**src/common/voice_pkg.sv**
```systemverilog
package voice_pkg;

    // voice pool size
    localparam int voices = 8;

    // controller number for all notes off
    localparam logic [6:0] cc_all_notes_off = 7'h7b;

    typedef logic [2:0] voice_idx_t;
    typedef logic [voices-1:0] voice_mask_t;
    typedef logic [3:0] voice_count_t;

    // classified events from the parser
    typedef enum logic [1:0] {
        note_on  = 2'd0,
        note_off = 2'd1,
        all_off  = 2'd2
    } event_kind_t;

    typedef struct packed {
        event_kind_t kind;
        logic [6:0]  key;
        logic [6:0]  velocity;
    } midi_event_t;

    // one voice table entry
    // velocity is the note-on value while gated, the release value after
    typedef struct packed {
        logic       gate;
        logic [6:0] key;
        logic [7:0] velocity;
    } voice_entry_t;

    // table access, read when write is clear
    typedef struct packed {
        logic         write;
        voice_idx_t   addr;
        voice_entry_t data;
    } table_req_t;

    // streamed to the synthesis engine
    typedef struct packed {
        voice_idx_t   voice;
        voice_entry_t entry;
    } voice_report_t;

endpackage
```
**src/design/midi_voice_top.sv**
```systemverilog
`timescale 1ns/100ps

module midi_voice_top (
    input  logic                     reg_clk,
    input  logic                     reset,
    input  logic                     midi_req,
    input  logic [7:0]               midi_byte,
    output logic                     midi_ack,
    output voice_pkg::voice_mask_t   key_on,
    output voice_pkg::voice_count_t  active_count,
    output voice_pkg::voice_report_t report,
    output logic                     report_valid
);

    logic                    ev_req;
    logic                    ev_ack;
    voice_pkg::midi_event_t  ev;
    logic                    ns_req;
    logic                    ns_ack;
    voice_pkg::table_req_t   ns_tbl;
    logic                    sc_req;
    logic                    sc_ack;
    voice_pkg::table_req_t   sc_tbl;
    voice_pkg::voice_entry_t rd_data;
    logic                    mem_req;
    logic                    mem_ack;
    voice_pkg::table_req_t   mem_tbl;
    voice_pkg::voice_entry_t mem_rd;

    midi_parser midi_parser_inst (
        .reg_clk   (reg_clk),
        .reset     (reset),
        .midi_req  (midi_req),
        .midi_byte (midi_byte),
        .midi_ack  (midi_ack),
        .ev_req    (ev_req),
        .ev        (ev),
        .ev_ack    (ev_ack)
    );

    note_stack note_stack_inst (
        .reg_clk      (reg_clk),
        .reset        (reset),
        .ev_req       (ev_req),
        .ev           (ev),
        .ev_ack       (ev_ack),
        .tbl_req      (ns_req),
        .tbl          (ns_tbl),
        .tbl_ack      (ns_ack),
        .key_on       (key_on),
        .active_count (active_count)
    );

    // scanner and note stack share one table port
    voice_arbiter voice_arbiter_inst (
        .reg_clk (reg_clk),
        .reset   (reset),
        .ns_req  (ns_req),
        .ns_tbl  (ns_tbl),
        .ns_ack  (ns_ack),
        .sc_req  (sc_req),
        .sc_tbl  (sc_tbl),
        .sc_ack  (sc_ack),
        .rd_data (rd_data),
        .mem_req (mem_req),
        .mem_tbl (mem_tbl),
        .mem_ack (mem_ack),
        .mem_rd  (mem_rd)
    );

    voice_table voice_table_inst (
        .reg_clk (reg_clk),
        .reset   (reset),
        .req     (mem_req),
        .tbl     (mem_tbl),
        .ack     (mem_ack),
        .rd      (mem_rd)
    );

    voice_scanner voice_scanner_inst (
        .reg_clk      (reg_clk),
        .reset        (reset),
        .tbl_req      (sc_req),
        .tbl          (sc_tbl),
        .tbl_ack      (sc_ack),
        .rd           (rd_data),
        .report       (report),
        .report_valid (report_valid)
    );

endmodule

```
**src/design/voice_scanner.sv**
```systemverilog
`timescale 1ns/100ps

module voice_scanner (
    input  logic                     reg_clk,
    input  logic                     reset,
    output logic                     tbl_req,
    output voice_pkg::table_req_t    tbl,
    input  logic                     tbl_ack,
    input  voice_pkg::voice_entry_t  rd,
    output voice_pkg::voice_report_t report,
    output logic                     report_valid
);

    typedef enum logic {
        st_read,
        st_release
    } state_t;

    state_t state;
    voice_pkg::voice_idx_t voice_q;

    always_ff @(posedge reg_clk) begin
        if (reset) begin
            state <= st_read;
            voice_q <= '0;
            report_valid <= 1'b0;
        end else begin
            report_valid <= 1'b0;
            case (state)
                st_read: begin
                    if (tbl_ack) begin
                        report_valid <= 1'b1;
                        state <= st_release;
                    end
                end
                default: begin
                    // wraps from 7 back to 0
                    if (!tbl_ack) begin
                        voice_q <= voice_q + 3'd1;
                        state <= st_read;
                    end
                end
            endcase
        end
    end

    always_ff @(posedge reg_clk) begin
        if (state == st_read && tbl_ack) begin
            report <= '{voice: voice_q, entry: rd};
        end
    end

    assign tbl_req = (state == st_read);
    assign tbl.write = 1'b0;
    assign tbl.addr = voice_q;
    assign tbl.data = '0;

endmodule

```
**src/design/voice_table.sv**
```systemverilog
`timescale 1ns/100ps

module voice_table (
    input  logic                    reg_clk,
    input  logic                    reset,
    input  logic                    req,
    input  voice_pkg::table_req_t   tbl,
    output logic                    ack,
    output voice_pkg::voice_entry_t rd
);

    voice_pkg::voice_entry_t entries [voice_pkg::voices];

    always_ff @(posedge reg_clk) begin
        if (reset) begin
            ack <= 1'b0;
            for (int i = 0; i < voice_pkg::voices; i++) begin
                entries[i] <= '0;
            end
        end else begin
            // ack follows req by one cycle in both directions
            ack <= req;
            if (req && !ack) begin
                if (tbl.write) begin
                    entries[tbl.addr] <= tbl.data;
                end
            end
        end
    end

    // read data lines up with ack
    always_ff @(posedge reg_clk) begin
        if (req && !ack) begin
            rd <= entries[tbl.addr];
        end
    end

endmodule

```
**src/design/voice_arbiter.sv**
```systemverilog
`timescale 1ns/100ps

module voice_arbiter (
    input  logic                    reg_clk,
    input  logic                    reset,
    input  logic                    ns_req,
    input  voice_pkg::table_req_t   ns_tbl,
    output logic                    ns_ack,
    input  logic                    sc_req,
    input  voice_pkg::table_req_t   sc_tbl,
    output logic                    sc_ack,
    output voice_pkg::voice_entry_t rd_data,
    output logic                    mem_req,
    output voice_pkg::table_req_t   mem_tbl,
    input  logic                    mem_ack,
    input  voice_pkg::voice_entry_t mem_rd
);

    typedef enum logic [1:0] {
        gnt_none,
        gnt_ns,
        gnt_sc
    } grant_t;

    grant_t grant;

    always_ff @(posedge reg_clk) begin
        if (reset) begin
            grant <= gnt_none;
        end else begin
            case (grant)
                gnt_none: begin
                    // note stack wins a tie
                    if (ns_req) begin
                        grant <= gnt_ns;
                    end else if (sc_req) begin
                        grant <= gnt_sc;
                    end
                end
                gnt_ns: begin
                    if (!ns_req && !mem_ack) begin
                        grant <= gnt_none;
                    end
                end
                default: begin
                    if (!sc_req && !mem_ack) begin
                        grant <= gnt_none;
                    end
                end
            endcase
        end
    end

    always_comb begin
        mem_req = 1'b0;
        if (grant == gnt_ns) begin
            mem_req = ns_req;
        end else if (grant == gnt_sc) begin
            mem_req = sc_req;
        end
        mem_tbl = (grant == gnt_sc) ? sc_tbl : ns_tbl;
    end

    assign ns_ack = (grant == gnt_ns) && mem_ack;
    assign sc_ack = (grant == gnt_sc) && mem_ack;
    // both clients share the read bus, only the granted one looks at it
    assign rd_data = mem_rd;

endmodule

```
**src/note_stack/note_stack.sv**
```systemverilog
`timescale 1ns/100ps

module note_stack (
    input  logic                     reg_clk,
    input  logic                     reset,
    input  logic                     ev_req,
    input  voice_pkg::midi_event_t   ev,
    output logic                     ev_ack,
    output logic                     tbl_req,
    output voice_pkg::table_req_t    tbl,
    input  logic                     tbl_ack,
    output voice_pkg::voice_mask_t   key_on,
    output voice_pkg::voice_count_t  active_count
);

    typedef enum logic [1:0] {
        st_idle,
        st_write,
        st_wrel,
        st_done
    } state_t;

    state_t state;
    logic [6:0] keys [voice_pkg::voices];
    // age list, order[0] holds the oldest note-on
    voice_pkg::voice_idx_t order [voice_pkg::voices];
    voice_pkg::voice_mask_t pending;
    logic       gate_q;
    logic [7:0] vel_q;

    voice_pkg::voice_mask_t free_mask;
    voice_pkg::voice_mask_t match_mask;
    voice_pkg::voice_idx_t  alloc_voice;
    voice_pkg::voice_idx_t  alloc_pos;
    voice_pkg::voice_idx_t  wr_idx;

    function automatic voice_pkg::voice_idx_t lowest_bit(input voice_pkg::voice_mask_t m);
        voice_pkg::voice_idx_t idx;
        idx = '0;
        for (int i = voice_pkg::voices - 1; i >= 0; i--) begin
            if (m[i]) begin
                idx = voice_pkg::voice_idx_t'(i);
            end
        end
        return idx;
    endfunction

    function automatic voice_pkg::voice_count_t popcount(input voice_pkg::voice_mask_t m);
        voice_pkg::voice_count_t n;
        n = '0;
        for (int i = 0; i < voice_pkg::voices; i++) begin
            n = n + voice_pkg::voice_count_t'(m[i]);
        end
        return n;
    endfunction

    always_comb begin
        free_mask = ~key_on;
        // steal the oldest voice when the pool is full
        alloc_voice = (free_mask != '0) ? lowest_bit(free_mask) : order[0];
        alloc_pos = '0;
        for (int i = 0; i < voice_pkg::voices; i++) begin
            match_mask[i] = key_on[i] && (keys[i] == ev.key);
            if (order[i] == alloc_voice) begin
                alloc_pos = voice_pkg::voice_idx_t'(i);
            end
        end
        wr_idx = lowest_bit(pending);
    end

    always_ff @(posedge reg_clk) begin
        if (reset) begin
            state <= st_idle;
            key_on <= '0;
            active_count <= '0;
            pending <= '0;
            for (int i = 0; i < voice_pkg::voices; i++) begin
                keys[i] <= 7'd0;
                order[i] <= voice_pkg::voice_idx_t'(i);
            end
        end else begin
            case (state)
                st_idle: begin
                    if (ev_req) begin
                        case (ev.kind)
                            voice_pkg::note_on: begin
                                keys[alloc_voice] <= ev.key;
                                key_on[alloc_voice] <= 1'b1;
                                active_count <= popcount(key_on |
                                    voice_pkg::voice_mask_t'(1 << alloc_voice));
                                // move the voice to the young end
                                for (int i = 0; i < voice_pkg::voices - 1; i++) begin
                                    if (i >= alloc_pos) begin
                                        order[i] <= order[i+1];
                                    end
                                end
                                order[voice_pkg::voices-1] <= alloc_voice;
                                pending <= voice_pkg::voice_mask_t'(1 << alloc_voice);
                                gate_q <= 1'b1;
                                vel_q <= {1'b0, ev.velocity};
                                state <= st_write;
                            end
                            voice_pkg::note_off: begin
                                key_on <= key_on & ~match_mask;
                                active_count <= popcount(key_on & ~match_mask);
                                pending <= match_mask;
                                gate_q <= 1'b0;
                                vel_q <= {1'b0, ev.velocity};
                                state <= (match_mask != '0) ? st_write : st_done;
                            end
                            default: begin
                                key_on <= '0;
                                active_count <= '0;
                                pending <= '1;
                                gate_q <= 1'b0;
                                vel_q <= 8'd0;
                                state <= st_write;
                            end
                        endcase
                    end
                end
                st_write: begin
                    if (tbl_ack) begin
                        pending[wr_idx] <= 1'b0;
                        state <= st_wrel;
                    end
                end
                st_wrel: begin
                    if (!tbl_ack) begin
                        state <= (pending != '0) ? st_write : st_done;
                    end
                end
                default: begin
                    if (!ev_req) begin
                        state <= st_idle;
                    end
                end
            endcase
        end
    end

    assign tbl_req = (state == st_write);
    assign tbl.write = 1'b1;
    assign tbl.addr = wr_idx;
    assign tbl.data = '{gate: gate_q, key: keys[wr_idx], velocity: vel_q};
    assign ev_ack = (state == st_done);

endmodule

```
**src/design/midi_parser.sv**
```systemverilog
`timescale 1ns/100ps

module midi_parser (
    input  logic                    reg_clk,
    input  logic                    reset,
    input  logic                    midi_req,
    input  logic [7:0]              midi_byte,
    output logic                    midi_ack,
    output logic                    ev_req,
    output voice_pkg::midi_event_t  ev,
    input  logic                    ev_ack
);

    typedef enum logic [1:0] {
        st_idle,
        st_ev_req,
        st_ev_rel,
        st_ack
    } state_t;

    state_t state;
    // high nibble of the running status, 0 when there is none
    logic [3:0] status_q;
    logic [6:0] first_q;
    logic       have_first;
    voice_pkg::midi_event_t new_ev;
    logic       emit;

    always_comb begin
        new_ev.key = first_q;
        new_ev.velocity = midi_byte[6:0];
        case (status_q)
            4'h8: new_ev.kind = voice_pkg::note_off;
            4'h9: new_ev.kind = (midi_byte[6:0] == 7'd0) ? voice_pkg::note_off
                                                         : voice_pkg::note_on;
            default: new_ev.kind = voice_pkg::all_off;
        endcase
        // other controllers are absorbed here
        emit = (status_q == 4'h8) || (status_q == 4'h9) ||
               (status_q == 4'hb && first_q == voice_pkg::cc_all_notes_off);
    end

    always_ff @(posedge reg_clk) begin
        if (reset) begin
            state <= st_idle;
            status_q <= 4'h0;
            have_first <= 1'b0;
        end else begin
            case (state)
                st_idle: begin
                    if (midi_req) begin
                        state <= st_ack;
                        if (midi_byte[7]) begin
                            // real-time bytes leave running status alone
                            if (midi_byte < 8'hf8) begin
                                status_q <= (midi_byte < 8'hf0) ? midi_byte[7:4] : 4'h0;
                                have_first <= 1'b0;
                            end
                        end else if (status_q == 4'hc || status_q == 4'hd) begin
                            // single data byte messages, nothing to do
                            have_first <= 1'b0;
                        end else if (status_q != 4'h0) begin
                            if (!have_first) begin
                                first_q <= midi_byte[6:0];
                                have_first <= 1'b1;
                            end else begin
                                have_first <= 1'b0;
                                ev <= new_ev;
                                if (emit) begin
                                    state <= st_ev_req;
                                end
                            end
                        end
                    end
                end
                st_ev_req: begin
                    if (ev_ack) begin
                        state <= st_ev_rel;
                    end
                end
                st_ev_rel: begin
                    // byte is done once the note stack has let go
                    if (!ev_ack) begin
                        state <= st_ack;
                    end
                end
                default: begin
                    if (!midi_req) begin
                        state <= st_idle;
                    end
                end
            endcase
        end
    end

    assign ev_req = (state == st_ev_req);
    assign midi_ack = (state == st_ack);

endmodule

```
**config.mk**
```make
export PLATFORM = sky130hd
export DESIGN_NAME = midi_voice_top
export DESIGN_NICKNAME = d
export VERILOG_FILES = /design/src/common/voice_pkg.sv /design/src/design/midi_voice_top.sv /design/src/design/voice_scanner.sv /design/src/design/voice_table.sv /design/src/design/voice_arbiter.sv /design/src/note_stack/note_stack.sv /design/src/design/midi_parser.sv
export SDC_FILE = /design/constraint.sdc
export NUM_CORES = 1
export LEC_CHECK = 0
export BUFFER_PORTS_ARGS = -buffer_cell sky130_fd_sc_hd__buf_2
export CORE_ASPECT_RATIO = 0.5
export CORE_MARGIN = 2
export CORE_UTILIZATION = 31
export DETAILED_ROUTE_END_ITERATION = 7
export GPL_ROUTABILITY_DRIVEN = 0
export HOLD_SLACK_MARGIN = 0.08
export SLEW_MARGIN = 0
export SYNTH_ARGS = -nofsm -noshare
export SYNTH_HDL_FRONTEND = slang
export SYNTH_SLANG_ARGS = --single-unit
```
**constraint.sdc**
```tcl
create_clock -name reg_clk -period 4.8 [get_ports reg_clk]
set_input_delay 0.72 -clock reg_clk [delete_from_list [all_inputs] [get_ports reg_clk]]
set_output_delay 0.72 -clock reg_clk [all_outputs]
set_load 0.005 [all_outputs]
```
Word level (Yosys, flattened, before mapping)
Memory sizes are Yosys's and may differ from the RTL's. A register that Yosys moved wholly into a read port is not among the register bits.
Index checks and enable logic that the tools add are counted.
- bits in registers: 88
- word-level logic and storage cells: 302
- memory bits (writable): 208
- memories: 3
- bits of input ports: 11
- output and inout port bits: 33
- memories (memory ; words ; bits a word ; read ports ; clocked after Yosys merged registers in ; wr ports ; line ; RTL):
    voice_table_inst.entries ; 8 ; 16 ; 1 ; 1 ; 8 ; voice_table.sv:12 ; voice_pkg::voice_entry_t entries [voice_pkg::voices];
    note_stack_inst.keys ; 8 ; 7 ; 9 ; 0 ; 8 ; note_stack.sv:24 ; logic [6:0] keys [voice_pkg::voices];
    note_stack_inst.order ; 8 ; 3 ; 8 ; 0 ; 8 ; note_stack.sv:26 ; voice_pkg::voice_idx_t order [voice_pkg::voices];
- shifts and indexed selects: 1
- order comparisons: 13
- equality and inequality tests: 41
- bitwise operators: 21
- muxes and demuxes: 136
- add/subtract/negate cells: 15
- reduce and logical (&&, ||, !) cells: 49
- operator list (operator ; number):
    $mux W3 ; 31
    $mux W1 ; 67
    $eq A7 B7 Y1 ; 8
    $add A4 B1 Y4 ; 12
    $pmux W8 S2 ; 3
    $mux W2 ; 22
    $not A8 Y8 ; 3
    $reduce_bool A8 Y1 ; 3
    $eq A3 B3 Y1 ; 7
    $eq A4 B4 Y1 const B ; 5
    $mux W20 ; 1
    $logic_and A1 B1 Y1 ; 17
    $and A8 B8 Y8 ; 2
    $lt A8 B8 Y1 const B ; 2
    $mux W16 ; 1
    $mux W8 ; 2
    $or A8 B8 Y8 ; 2
    $reduce_and A4 Y1 ; 4
    $reduce_or A16 Y1 ; 1
    $reduce_and A7 Y1 ; 2
    $pmux W2 S3 ; 2
    $eq A2 B2 Y1 const B ; 5
    $ne A2 B2 Y1 const B ; 5
    $ge A3 B3 Y1 const A ; 3
    other kinds (31) ; 66

Depth between registers and ports, before layout
Gate-level depths: netlist of the first run.
- depth after elaboration: 26
- gate-level depth with buffers: 17
- gate-level depth less buffers: 16

Modules after synthesis
From an unflattened synthesis of the first run, not the netlist that was laid out.
- cell total of the unflattened synthesis: 1237
- area total of the unflattened synthesis: 15925.3 sq um
- by module, submodules not included (module ; cells each ; instances ; area an instance (sq um) ; sequential area each (sq um)):
    note_stack ; 664 ; 1 ; 6890.4 ; 3083.0
    voice_table ; 380 ; 1 ; 6457.4 ; 4344.2
    midi_parser ; 85 ; 1 ; 1194.9 ; 830.8
    voice_scanner ; 56 ; 1 ; 890.9 ; 670.6
    voice_arbiter ; 52 ; 1 ; 491.7 ; 40.0

Least setup slack after synthesis of the first run
Ideal clock, no wire load.
- path kind: reg2reg
- from: register note_stack_inst.key_on[6]
- to: register note_stack_inst.active_count[2]
- library setup time: 128 ps
- data required time: 4672 ps
- path buffers: 2
- data arrival time: 4117 ps
- stages on the path, launching flop included: 17
- clock period less this slack: 4244 ps
- setup slack: 556 ps
- path through: dfxtp_1 -> buf_4 -> nor2b_2 -> o2111a_1 -> a311oi_2 -> buf_2 -> nand2b_1 -> ha_1 -> inv_1 -> fa_1 -> fa_1 -> fa_1 -> fa_1 -> xor2_1 -> o21ai_0 -> a22oi_1 -> nor2_1
- longest elaborated chain between the ends: 19
- elaborated cells between the ends (all ways): 25
- classes of those cells: add/sub (9); shift (1); mux (9); bitwise (4); reduce/logical (2)
- ends and longest elaborated chain (what ; line ; RTL):
    from (decl) ; note_stack.sv:12 ; output voice_pkg::voice_mask_t key_on,
    from (signal assigned) ; note_stack.sv:104 ; key_on <= key_on & ~match_mask;
    $not A8 Y8 ; note_stack.sv:58 ; free_mask = ~key_on;
    $mux W3 (7 in a row) ; note_stack.sv:41 ; if (m[i]) begin
    $mux W3 ; note_stack.sv:60 ; alloc_voice = (free_mask != '0) ? lowest_bit(free_mask) : order[0];
    $shl A1 B3 Y8 ; note_stack.sv:90 ; voice_pkg::voice_mask_t'(1 << alloc_voice));
    $or A8 B8 Y8 ; note_stack.sv:89 ; active_count <= popcount(key_on |
    $add A1 B1 Y2 ; note_stack.sv:52 ; n = n + voice_pkg::voice_count_t'(m[i]);
    $add A4 B1 Y4 (6 in a row) ; note_stack.sv:52 ;
    $pmux W4 S2 (*) ; note_stack.sv:85 ; case (ev.kind)
    to (signal assigned) ; note_stack.sv:89 ;
    to (signal assigned) ; note_stack.sv:105 ; active_count <= popcount(key_on & ~match_mask);
    to (decl) ; note_stack.sv:13 ; output voice_pkg::voice_count_t active_count
Every way passes the cells marked *; elsewhere a longest branch is shown, timed or not.
A chain may end at the register's enable or synchronous reset.

Worst setup path in the final report of the first run
- from: register, netlist name midi_parser_inst.ev[9]
- to: register note_stack_inst.active_count[2]
- longest elaborated chain between the ends: 12
- elaborated cells between the ends (all ways): 26
- classes of those cells: add/sub (7); eq/ne (8); mux (1); bitwise (2); reduce/logical (8)
- ends and longest elaborated chain (what ; line ; RTL):
    $eq A7 B7 Y1 ; note_stack.sv:63 ; match_mask[i] = key_on[i] && (keys[i] == ev.key);
    $logic_and A1 B1 Y1 ; note_stack.sv:63 ;
    $not A8 Y8 (*) ; note_stack.sv:105 ;
    $and A8 B8 Y8 (*) ; note_stack.sv:105 ;
    $add A1 B1 Y2 ; note_stack.sv:52 ;
    $add A4 B1 Y4 (5 in a row) ; note_stack.sv:52 ;
    $add A4 B1 Y4 (*) ; note_stack.sv:52 ;
    $pmux W4 S2 (*) ; note_stack.sv:85 ;
Marks and branches as above.

==> flow_summary.json, run 1 <==
{
  "status": "finished clean",
  "via_count": 10410,
  "clk_path_buf_depth": 3,
  "crit_arrival_ps": 4870,
  "cts-resized-gates": 0,
  "p_clk_share_pct": 30.6,
  "num_io_pins": 44,
  "slew_headroom_pct": 29.75,
  "cts_max_level": 1,
  "crit_chain": "xnor2_1, nand4_1, nor4_1, nor2b_1, ha_1, inv_1, fa_1, fa_1, fa_1, fa_1, xnor2_1, nand2_1, o21ai_0, a22oi_1, nor2_1",
  "syn_to_final_growth_pct": 14.05,
  "dpl-instance-area_sq_um": 16060,
  "synthCells": 1322,
  "hold_viol_final": 0,
  "p_leak_uw": 0.005949,
  "antenna_left": 0,
  "async_reset_ff_share_pct": 0,
  "p_sw_uw": 2647,
  "fin_area_sq_um": 17040,
  "syn_area_per_cell_sq_um": 11.30,
  "drt_first_pass_iters": 5,
  "fin_nets": 1413,
  "cp-start-kind": "register",
  "grt_overflow": 0,
  "yosysWarnings": 0,
  "grt_pass1_wl_um": 59150,
  "synth_area_sq_um": 14940,
  "route.detailed.drc": 0,
  "clock_skew_ps": 10.40,
  "core_sq_um": 47230,
  "switching_share_pct": 33.21,
  "dieArea_sq_um": 50090,
  "dp_cells": 1984,
  "viasPerCell": 5.110,
  "cts_made_buffers": 29,
  "grt_pass1_vias": 10070,
  "synth.top_cell.area_share_pct": 53.05,
  "ys_ff_latch": 301,
  "min_period_ps": 4420,
  "yosysMostFrequentCell": "edfxtp_1",
  "pwr_density_cell_nw_per_um2": 467.7,
  "io_buffers": 42,
  "crit_slowest_cell": "nor4_1",
  "fmax_mhz": 226.2,
  "antenna_cells": 0,
  "crit-reg2reg-launch": "midi_parser_inst.ev[9]$_DFFE_PP_",
  "start_util_pct": 31.64,
  "setup.worst_path.class": "reg2reg",
  "power_frac_seq_pct": 41.7,
  "utilization_pct": 36.09,
  "cp_slowest_stage_delay_ps": 660,
  "maxCapViolCount": 0,
  "setup_viol": 0,
  "crit_start": "midi_parser_inst.ev[9]$_DFFE_PP_",
  "die_h_um": 159.3,
  "irDropWorstVdd_uv": 241.4,
  "cts_tree": "yes",
  "synth_area_leaders": "edfxtp_1, dfxtp_1, nor2_1",
  "critPathMaxFanout": 4,
  "synth.yosys.seq_area_share_pct": 58.00,
  "fin_tns_setup_ps": 0,
  "synth_edf_count": 264,
  "drt_iter0_drc": 852,
  "grt_antenna_before_repair": 0,
  "hold_depth": 1,
  "r2r_cells": 15,
  "period_share_pct": 92.08,
  "cts_setup_buffers": 0,
  "clock-sinks": 301,
  "synthTopCellsByCount": "edfxtp_1, nor2_1, nand2_1, and2_1, o21ai_0",
  "die_w_um": 314.5,
  "hold_buffers": 0,
  "comb_power_share_pct": 27.7,
  "core.rowCount": 56,
  "endpoint_kind": "register",
  "min-delay-start": "midi_byte[1]",
  "grt_max_degree": 47,
  "slew_viol_final": 0,
  "drive_above_1_share_pct": 14.15,
  "p_int_uw": 5325,
  "hold_path_class": "in2reg",
  "rsz0062_at_grt": "false",
  "path_common_cell": "fa_1",
  "wl_per_cell_um": 18.62,
  "crit_required_ps": 5250,
  "tightest_slew_ps": 1053,
  "final_cells": 2037,
  "wl_um": 37920,
  "cts_root_buffer": "clkbuf_16",
  "synth_fp_nets": 1358,
  "fillers": 4672,
  "ys.flop_type": "edfxtp_1",
  "synth_area_leader_cell": "edfxtp_1",
  "grtUsageTotal_pct": 14.98,
  "ys_types": 77,
  "dp_hpwl_um": 26000,
  "clk_latency_ps": 590,
  "path_clk_slew_ps": 70
}
-- worst max-delay path, delay by kind of cell, from the launching register on --
| family | cells | cell delay [ps] |
|---|---|---|
| adder cells (fa/ha/maj) | 5 | 2200 |
| AND/OR/NAND/NOR | 5 | 1010 |
| flip-flops | 1 | 460 |
| XOR/XNOR | 2 | 330 |
| AO/OA/AOI/OAI | 2 | 220 |
| buffers and inverters | 1 | 50 |
-- cells in the final DEF (no fill, tap or decap), types with 18 or more instances in the layout --
| cell | netlist | routed |
|---|---|---|
| buf_2 | 22 | 42 |
| and2_1 | 69 | 69 |
| dfxtp_1 | 37 | 37 |
| edfxtp_1 | 264 | 264 |
| a21oi_1 | 42 | 42 |
| inv_1 | 28 | 28 |
| mux2_2 | 20 | 20 |
| clkbuf_16 | 0 | 29 |
| nor3_1 | 26 | 26 |
| xnor2_1 | 42 | 42 |
| nand3_1 | 23 | 23 |
| xor2_1 | 31 | 31 |
| nor2_1 | 182 | 181 |
| a221oi_1 | 32 | 32 |
| nand2_1 | 105 | 105 |
| mux2i_1 | 40 | 40 |
| buf_4 | 10 | 61 |
| o21ai_0 | 55 | 55 |
| nand2b_1 | 18 | 18 |
-- final timing paths --
path / slack (ps) / endpoint
max: 380 / note_stack_inst.active_count[2]$_SDFFE_PP0P_
min: 350 / midi_parser_inst.first_q[1]$_DFFE_PP_
max reg2reg: 380 / note_stack_inst.active_count[2]$_SDFFE_PP0P_
min reg2reg: 420 / voice_scanner_inst.report[15]$_DFFE_PP_
-- through the flow --
step,worst slack [ps],total power (uW),hold slack [ps]
after detailed placement,367.5,5581,407.1
final,380.0,7972,346.0
after global routing,142.8,8347,343.8
after floorplan,555.9,4856,400.3
after CTS,354.6,8016,330.7
after global placement,510.1,5564,403.3
-- cells by family after synthesis --
family	count (synthesis)	share of synthesized area [%]
AO/OA/AOI/OAI	239	11.08
XOR/XNOR	73	4.278
adder cells (fa/ha/maj)	25	2.495
buffers and inverters	107	3.173
flip-flops	301	58.00
multiplexers	60	4.186
other	2	0.05025
AND/OR/NAND/NOR	515	16.74
-- power by group through the flow --
| stage | sequential, uW | combinational, uW | clock (uW) |
|---|---|---|---|
| floorplan | 3320 | 1530 | 0 |
| global placement | 3370 | 2190 | 0 |
| detailed placement | 3380 | 2200 | 0 |
| CTS | 3320 | 2210 | 2480 |
| global route | 3350 | 2420 | 2580 |
| finish | 3320 | 2210 | 2440 |
-- layout make-up --
class                           count  area (sq um)  area share, %
Tap cell                          638         798.3          4.684
Timing Repair Buffer              103         668.1          3.920
Inverter                           28         105.1         0.6167
Clock inverter                     18         230.2          1.351
Sequential cell                   301          8668          50.86
Clock buffer                       35         758.2          4.449
Multi-Input combinational cell    914          5816          34.12
-- metal layers --
layer / track usage (%) / vias up / routed length, um
met5: 0 / - / 0
met3: 3.022 / 58 / 2518
li1: - / 4924 / -
met2: 24.04 / 313 / 17360
met4: 3.831 / 0 / 917
met1: 20.67 / 5115 / 17130
-- sequential cells by signal, summed over array words and instances, names as in the netlist --
name and count:
voice_table_inst.entries 120, voice_table_inst.rd 15, note_stack_inst.keys 56, voice_scanner_inst.state 1, note_stack_inst.gate_q 1, voice_scanner_inst.voice_q 3, voice_scanner_inst.report_valid 1, midi_parser_inst.status_q 4
note_stack_inst.pending 8, voice_scanner_inst.report 18, midi_parser_inst.ev 16, note_stack_inst.vel_q 7, voice_table_inst.ack 1, note_stack_inst.key_on 8, voice_arbiter_inst.grant 2, note_stack_inst.order 24
midi_parser_inst.have_first 1, midi_parser_inst.state 2, note_stack_inst.active_count 4, midi_parser_inst.first_q 7, note_stack_inst.state 2
No activity file was read; power rests on OpenSTA's default activity.
==> run 2: changes to the inputs <==
ABC_CLOCK_PERIOD_IN_PS = 5500   (was not set)
clock period = 5.5 ns   (was 4.8 ns; I/O delays follow)
==> run 2 against run 1 <==
First-iteration DRC count rose by 14%; final cell count fell by 1.3%; die area did not move; sequential power fell by 13%; total power fell by 14%; global-route usage fell by 0.60 points; critical path depth did not move; maximum frequency fell by 8.1%; wire length fell by 3.3%; utilization fell by 0.42 points; largest cell class unchanged; highest routed layer unchanged.
==> flow_summary.json, run 2 (synthesized netlist as in run 1, its figures left out) <==
{
  "cts_tree": "yes",
  "whs_ps": 417.7,
  "tightest_slew_ps": 1124,
  "cts_setup_buffers": 0,
  "drt_iter0_drc": 972,
  "grtUsageTotal_pct": 14.38,
  "grt_max_degree": 47,
  "dieArea_sq_um": 50090,
  "hold_path_class": "reg2reg",
  "crit_chain": "xnor2_1, nand4_1, nor4_1, nor2b_1, ha_1, inv_1, fa_1, fa_1, fa_1, fa_1, xnor2_1, nand2_1, o21ai_0, a22oi_1, nor2_1",
  "setup_viol": 0,
  "route.detailed.drc": 0,
  "slew_headroom_pct": 24.30,
  "viasPerCell": 5.041,
  "cts_made_buffers": 30,
  "dpl_worst_slack_ps": 702.5,
  "cts_root_buffer": "clkbuf_16",
  "cts_max_level": 1,
  "crit_slowest_cell": "edfxtp_1",
  "endpoint_kind": "register",
  "clock-sinks": 301,
  "maxCapViolCount": 0,
  "critPathMaxFanout": 16,
  "clk_latency_ps": 590,
  "wl_per_cell_um": 18.23,
  "antenna_cells": 0,
  "core.rowCount": 56,
  "cp-endpoint": "note_stack_inst.active_count[2]$_SDFFE_PP0P_",
  "grt_pass1_vias": 9623,
  "hold_viol_final": 0,
  "grt_pass1_wl_um": 56760,
  "clk_path_buf_depth": 3,
  "rsz0062_at_grt": "false",
  "setup.worst_path.class": "reg2reg",
  "grt_antenna_before_repair": 0,
  "grt_overflow": 0,
  "drt_first_pass_iters": 6,
  "irDropWorstVdd_uv": 267.9,
  "dp_hpwl_um": 25140,
  "die_h_um": 159.3,
  "crit_arrival_ps": 5260,
  "setup_ws_ps": 688.6,
  "core_sq_um": 47230,
  "largest_reg_flops": 120,
  "start_util_pct": 31.64,
  "crit_start": "midi_parser_inst.ev[12]$_DFFE_PP_",
  "cts-resized-gates": 0,
  "crit-reg2reg-launch": "midi_parser_inst.ev[12]$_DFFE_PP_",
  "top_regs": "voice_table_inst.entries: 120 flops, note_stack_inst.keys: 56 flops, note_stack_inst.order: 24 flops",
  "path_common_cell": "fa_1",
  "status": "finished clean",
  "rr_endpoint": "note_stack_inst.active_count[2]$_SDFFE_PP0P_",
  "pwr_density_cell_nw_per_um2": 408.6,
  "path_clk_slew_ps": 60,
  "final_common_cell": "edfxtp_1",
  "fmax_mhz": 207.8,
  "drive_above_1_share_pct": 12.53,
  "p_leak_uw": 0.005805,
  "period_share_pct": 87.48,
  "cp_slowest_stage_delay_ps": 770,
  "via_count": 10140,
  "clock_skew_ps": 19.45,
  "min_period_ps": 4811,
  "die_w_um": 314.5,
  "fin_nets": 1385,
  "mostFrequentLayoutCells": "edfxtp_1, nor2_1, nand2_1, and2_1, o21ai_0",
  "io_buffers": 42,
  "utilization_pct": 35.67,
  "hold_buffers": 0,
  "num_io_pins": 44,
  "antenna_left": 0,
  "syn_to_final_growth_pct": 12.72,
  "r2r_slack_ps": 690,
  "r2r_cells": 15,
  "cp-start-kind": "register",
  "wl_um": 36670,
  "top_register": "voice_table_inst.entries",
  "slew_viol_final": 0,
  "fin_tns_setup_ps": 0,
  "crit_required_ps": 5950
}
run 2: cell types whose count changed in the layout (fill, tap and decap cells not counted), sizes merged:
| cell | change |
|---|---|
| clkinvlp | +2 |
| clkbuf | +3 |
| buf | -29 |
| bufinv | -2 |
run 2: worst min-delay path by stage:
stage | end | cells past startpoint | startpoint | slack [ps]
finish | voice_scanner_inst.report[13]$_DFFE_PP_ | 0 | voice_table_inst.rd[13]$_DFFE_PP_ | 420
floorplan | voice_scanner_inst.report[0]$_DFFE_PP_ | 0 | voice_table_inst.rd[0]$_DFFE_PP_ | 400
CTS | voice_scanner_inst.report[13]$_DFFE_PP_ | 0 | voice_table_inst.rd[13]$_DFFE_PP_ | 420
detailed placement | voice_scanner_inst.report[13]$_DFFE_PP_ | 0 | voice_table_inst.rd[13]$_DFFE_PP_ | 400
global placement | voice_scanner_inst.report[3]$_DFFE_PP_ | 0 | voice_table_inst.rd[3]$_DFFE_PP_ | 400
global route | voice_scanner_inst.report[0]$_DFFE_PP_ | 0 | voice_table_inst.rd[0]$_DFFE_PP_ | 430
run 2: critical path, delay by kind of cell (launching register included):
family | cells | cell delay, ps
flops | 1 | 770
buf+inv | 1 | 50
simple gates | 5 | 1040
fa+ha+maj | 5 | 2230
xor+xnor | 2 | 330
compound gates | 2 | 260
run 2: cell type report:
class,instances,area [sq um]
Clock buffer,38,810.8
Timing Repair Buffer,74,450.4
Fill cell,4678,30380
Inverter,28,105.1
Sequential cell,301,8668
Multi-Input combinational cell,914,5822
Tap cell,638,798.3
Clock inverter,18,190.2
run 2: routing by layer:
layer  GRT usage [%]  vias up  wire length (um)
li1                -     4864                 -
met5               0        -                 0
met3           2.579       47              2082
met2           22.51      260             16700
met4           3.095        0               678
met1           20.75     4967             17210
run 2: stage by stage:
stage	power [uW]	instances	instance area, sq um
3_3_place_gp	4828	1955	15840
4_1_cts	6936	2011	16840
6_report	6883	2011	16840
5_1_grt	7227	2011	16840
3_5_place_dp	4840	1955	15840
2_1_floorplan	4238	1322	14940
run 2: power breakdown:
group	switching [uW]	total, uW	internal, uW
Sequential	123	2900	2780
Combinational	1260	1890	634
Clock	906	2090	1190
==> run 3: changes to the inputs <==
GPL_TIMING_DRIVEN = 0   (was not set)
==> run 3 against run 2 <==
Count of clock-buffer cells in the layout unchanged; critical path depth unchanged; design area is 0.52% higher; combinational power up 2%; final cell count is 2.3% higher; maximum frequency down 7.5%; utilization up 0.19 points; global-route usage grew 0.68 points; critical path type unchanged; largest power group unchanged; highest routed layer unchanged.
==> flow_summary.json, run 3 (synthesized netlist as in run 1, its figures left out) <==
{
  "status": "finished clean",
  "critPathMaxFanout": 10,
  "p_leak_uw": 0.005835,
  "grtUsageTotal_pct": 15.06,
  "via_count": 10370,
  "p_clk_share_pct": 29.3,
  "cts_made_buffers": 29,
  "pwr_density_cell_nw_per_um2": 402.5,
  "crit_arrival_ps": 5630,
  "mostFrequentLayoutCells": "edfxtp_1, nor2_1, nand2_1, and2_1, buf_2",
  "whs_endpoint": "voice_scanner_inst.report[1]$_DFFE_PP_",
  "slew_headroom_pct": 9.032,
  "viasPerCell": 5.037,
  "antenna_left": 0,
  "hold_buffers": 0,
  "core.rowCount": 56,
  "syn_to_final_growth_pct": 13.30,
  "drt_first_pass_iters": 5,
  "crit_required_ps": 5930,
  "cp-start-kind": "register",
  "antenna_cells": 0,
  "io_buffers": 41,
  "comb_power_share_pct": 28.4,
  "dp_hpwl_um": 27540,
  "core_sq_um": 47230,
  "cts_setup_buffers": 0,
  "path_clk_slew_ps": 70,
  "grt_pass1_vias": 10230,
  "final_common_cell": "edfxtp_1",
  "p_sw_uw": 2282,
  "whs_ps": 417.5,
  "num_io_pins": 44,
  "setup.worst_path.class": "reg2reg",
  "fin_nets": 1433,
  "cts_tree": "yes",
  "slew_viol_final": 0,
  "drive_above_1_share_pct": 12.39,
  "maxCapViolCount": 0,
  "irDropWorstVdd_uv": 288.6,
  "power_frac_seq_pct": 42.3,
  "wl_um": 38160,
  "hold_viol_final": 0,
  "setup_viol": 0,
  "grt_overflow": 0,
  "cts_max_level": 1,
  "clk_path_buf_depth": 3,
  "grt_max_degree": 16,
  "route.detailed.drc": 0,
  "p_int_uw": 4534,
  "cts-resized-gates": 0,
  "clock-sinks": 301,
  "min_period_ps": 5199,
  "hold_depth": 0,
  "grt_antenna_before_repair": 0,
  "top_regs": "voice_table_inst.entries: 120 flops, note_stack_inst.keys: 56 flops, note_stack_inst.order: 24 flops",
  "endpoint_kind": "register",
  "min-delay-start": "voice_table_inst.rd[1]$_DFFE_PP_",
  "die_h_um": 159.3,
  "hold_path_class": "reg2reg",
  "drt_iter0_drc": 894,
  "rr_endpoint": "note_stack_inst.active_count[2]$_SDFFE_PP0P_",
  "r2r_slack_ps": 300,
  "grt_pass1_wl_um": 59370,
  "dieArea_sq_um": 50090,
  "top_register": "voice_table_inst.entries",
  "r2r_cells": 15,
  "fillers": 4690,
  "period_share_pct": 94.52,
  "clock_skew_ps": 13.41,
  "start_util_pct": 31.64,
  "cts_root_buffer": "clkbuf_16",
  "clk_latency_ps": 570,
  "largest_reg_flops": 120,
  "switching_share_pct": 33.48,
  "rsz0062_at_grt": "false",
  "fin_tns_setup_ps": 0,
  "fmax_mhz": 192.4,
  "wl_per_cell_um": 18.54,
  "crit-reg2reg-launch": "midi_parser_inst.ev[7]$_DFFE_PP_",
  "tightest_slew_ps": 1352,
  "die_w_um": 314.5
}
-- run 3: changes by cell type in the layout (fill, tap and decap cells not counted), moves of 2 or more --
| cell | previous run | this run |
|---|---|---|
| clkinv_2 | 4 | 7 |
| buf_2 | 42 | 63 |
| clkinv_1 | 7 | 3 |
| buf_1 | 0 | 2 |
| buf_8 | 0 | 2 |
| clkinv_4 | 0 | 2 |
| buf_4 | 32 | 11 |
| clkbuf_1 | 5 | 50 |
-- run 3: routing by layer --
layer / routed length, um / share of wire, % / track usage [%] / up-vias
li1: - / - / - / 4975
met1: 17710 / 46 / 21.45 / 5022
met2: 17510 / 46 / 23.90 / 310
met3: 2074 / 5.4 / 2.279 / 59
met4: 864 / 2.3 / 3.961 / 0
met5: 0 / 0 / 0 / -
-- run 3: area by class of cell --
type	instances	area [sq um]	share of cell area (%)
sequential	301	8668	51.19
multi-input combinational	914	5819	34.37
tap	638	798.3	4.714
clock buffer	38	789.5	4.663
buffer	79	369.1	2.180
timing repair buffer	44	242.7	1.434
clock inverter	16	140.1	0.8276
inverter	28	105.1	0.6207
-- run 3: critical path, cell delays in order (launching register included) --
cell and delay (ps):
edfxtp_1 320, clkbuf_1 480, clkbuf_1 640, xnor2_1 190
nand4_1 100, nor4_1 740, nand2b_1 240, fa_1 450
fa_1 530, fa_1 480, fa_1 390, xnor2_1 130
nand2_1 60, o21ai_0 90, a22oi_1 160, nor2_1 60
-- run 3: power groups by stage --
stage          clock network (uW)  registers (uW)  logic (uW)
2_1_floorplan                   0            2900        1340
3_3_place_gp                    0            2930        1890
3_5_place_dp                    0            2930        1910
4_1_cts                      2030            2880        1920
5_1_grt                      2120            2910        2110
6_report                     2000            2880        1930
-- run 3: metrics by stage --
stage          setup WS (ps)  total power [uW]  util, %  cells  cell area [sq um]
5_1_grt                21.28              7141    35.85   2058              16930
4_1_cts                339.4              6836    35.84   2058              16930
3_3_place_gp           336.0              4821    33.77   2001              15950
2_1_floorplan           1256              4238        -   1322              14940
6_report               301.2              6815    35.85   2058              16930
3_5_place_dp           343.3              4848    33.87   2004              16000
-- run 3: how the worst max path moves through the flow --
stage,from,endpoint,slack [ps],cells past startpoint
2_1_floorplan,note_stack_inst.key_on[6]$_SDFFE_PP0P_,note_stack_inst.active_count[2]$_SDFFE_PP0P_,1260,16
3_3_place_gp,midi_parser_inst.ev[7]$_DFFE_PP_,note_stack_inst.active_count[2]$_SDFFE_PP0P_,340,15
3_5_place_dp,midi_parser_inst.ev[7]$_DFFE_PP_,note_stack_inst.active_count[2]$_SDFFE_PP0P_,340,15
4_1_cts,midi_parser_inst.ev[7]$_DFFE_PP_,note_stack_inst.active_count[2]$_SDFFE_PP0P_,340,15
5_1_grt,midi_parser_inst.ev[7]$_DFFE_PP_,note_stack_inst.active_count[2]$_SDFFE_PP0P_,20,15
6_report,midi_parser_inst.ev[7]$_DFFE_PP_,note_stack_inst.active_count[2]$_SDFFE_PP0P_,300,15
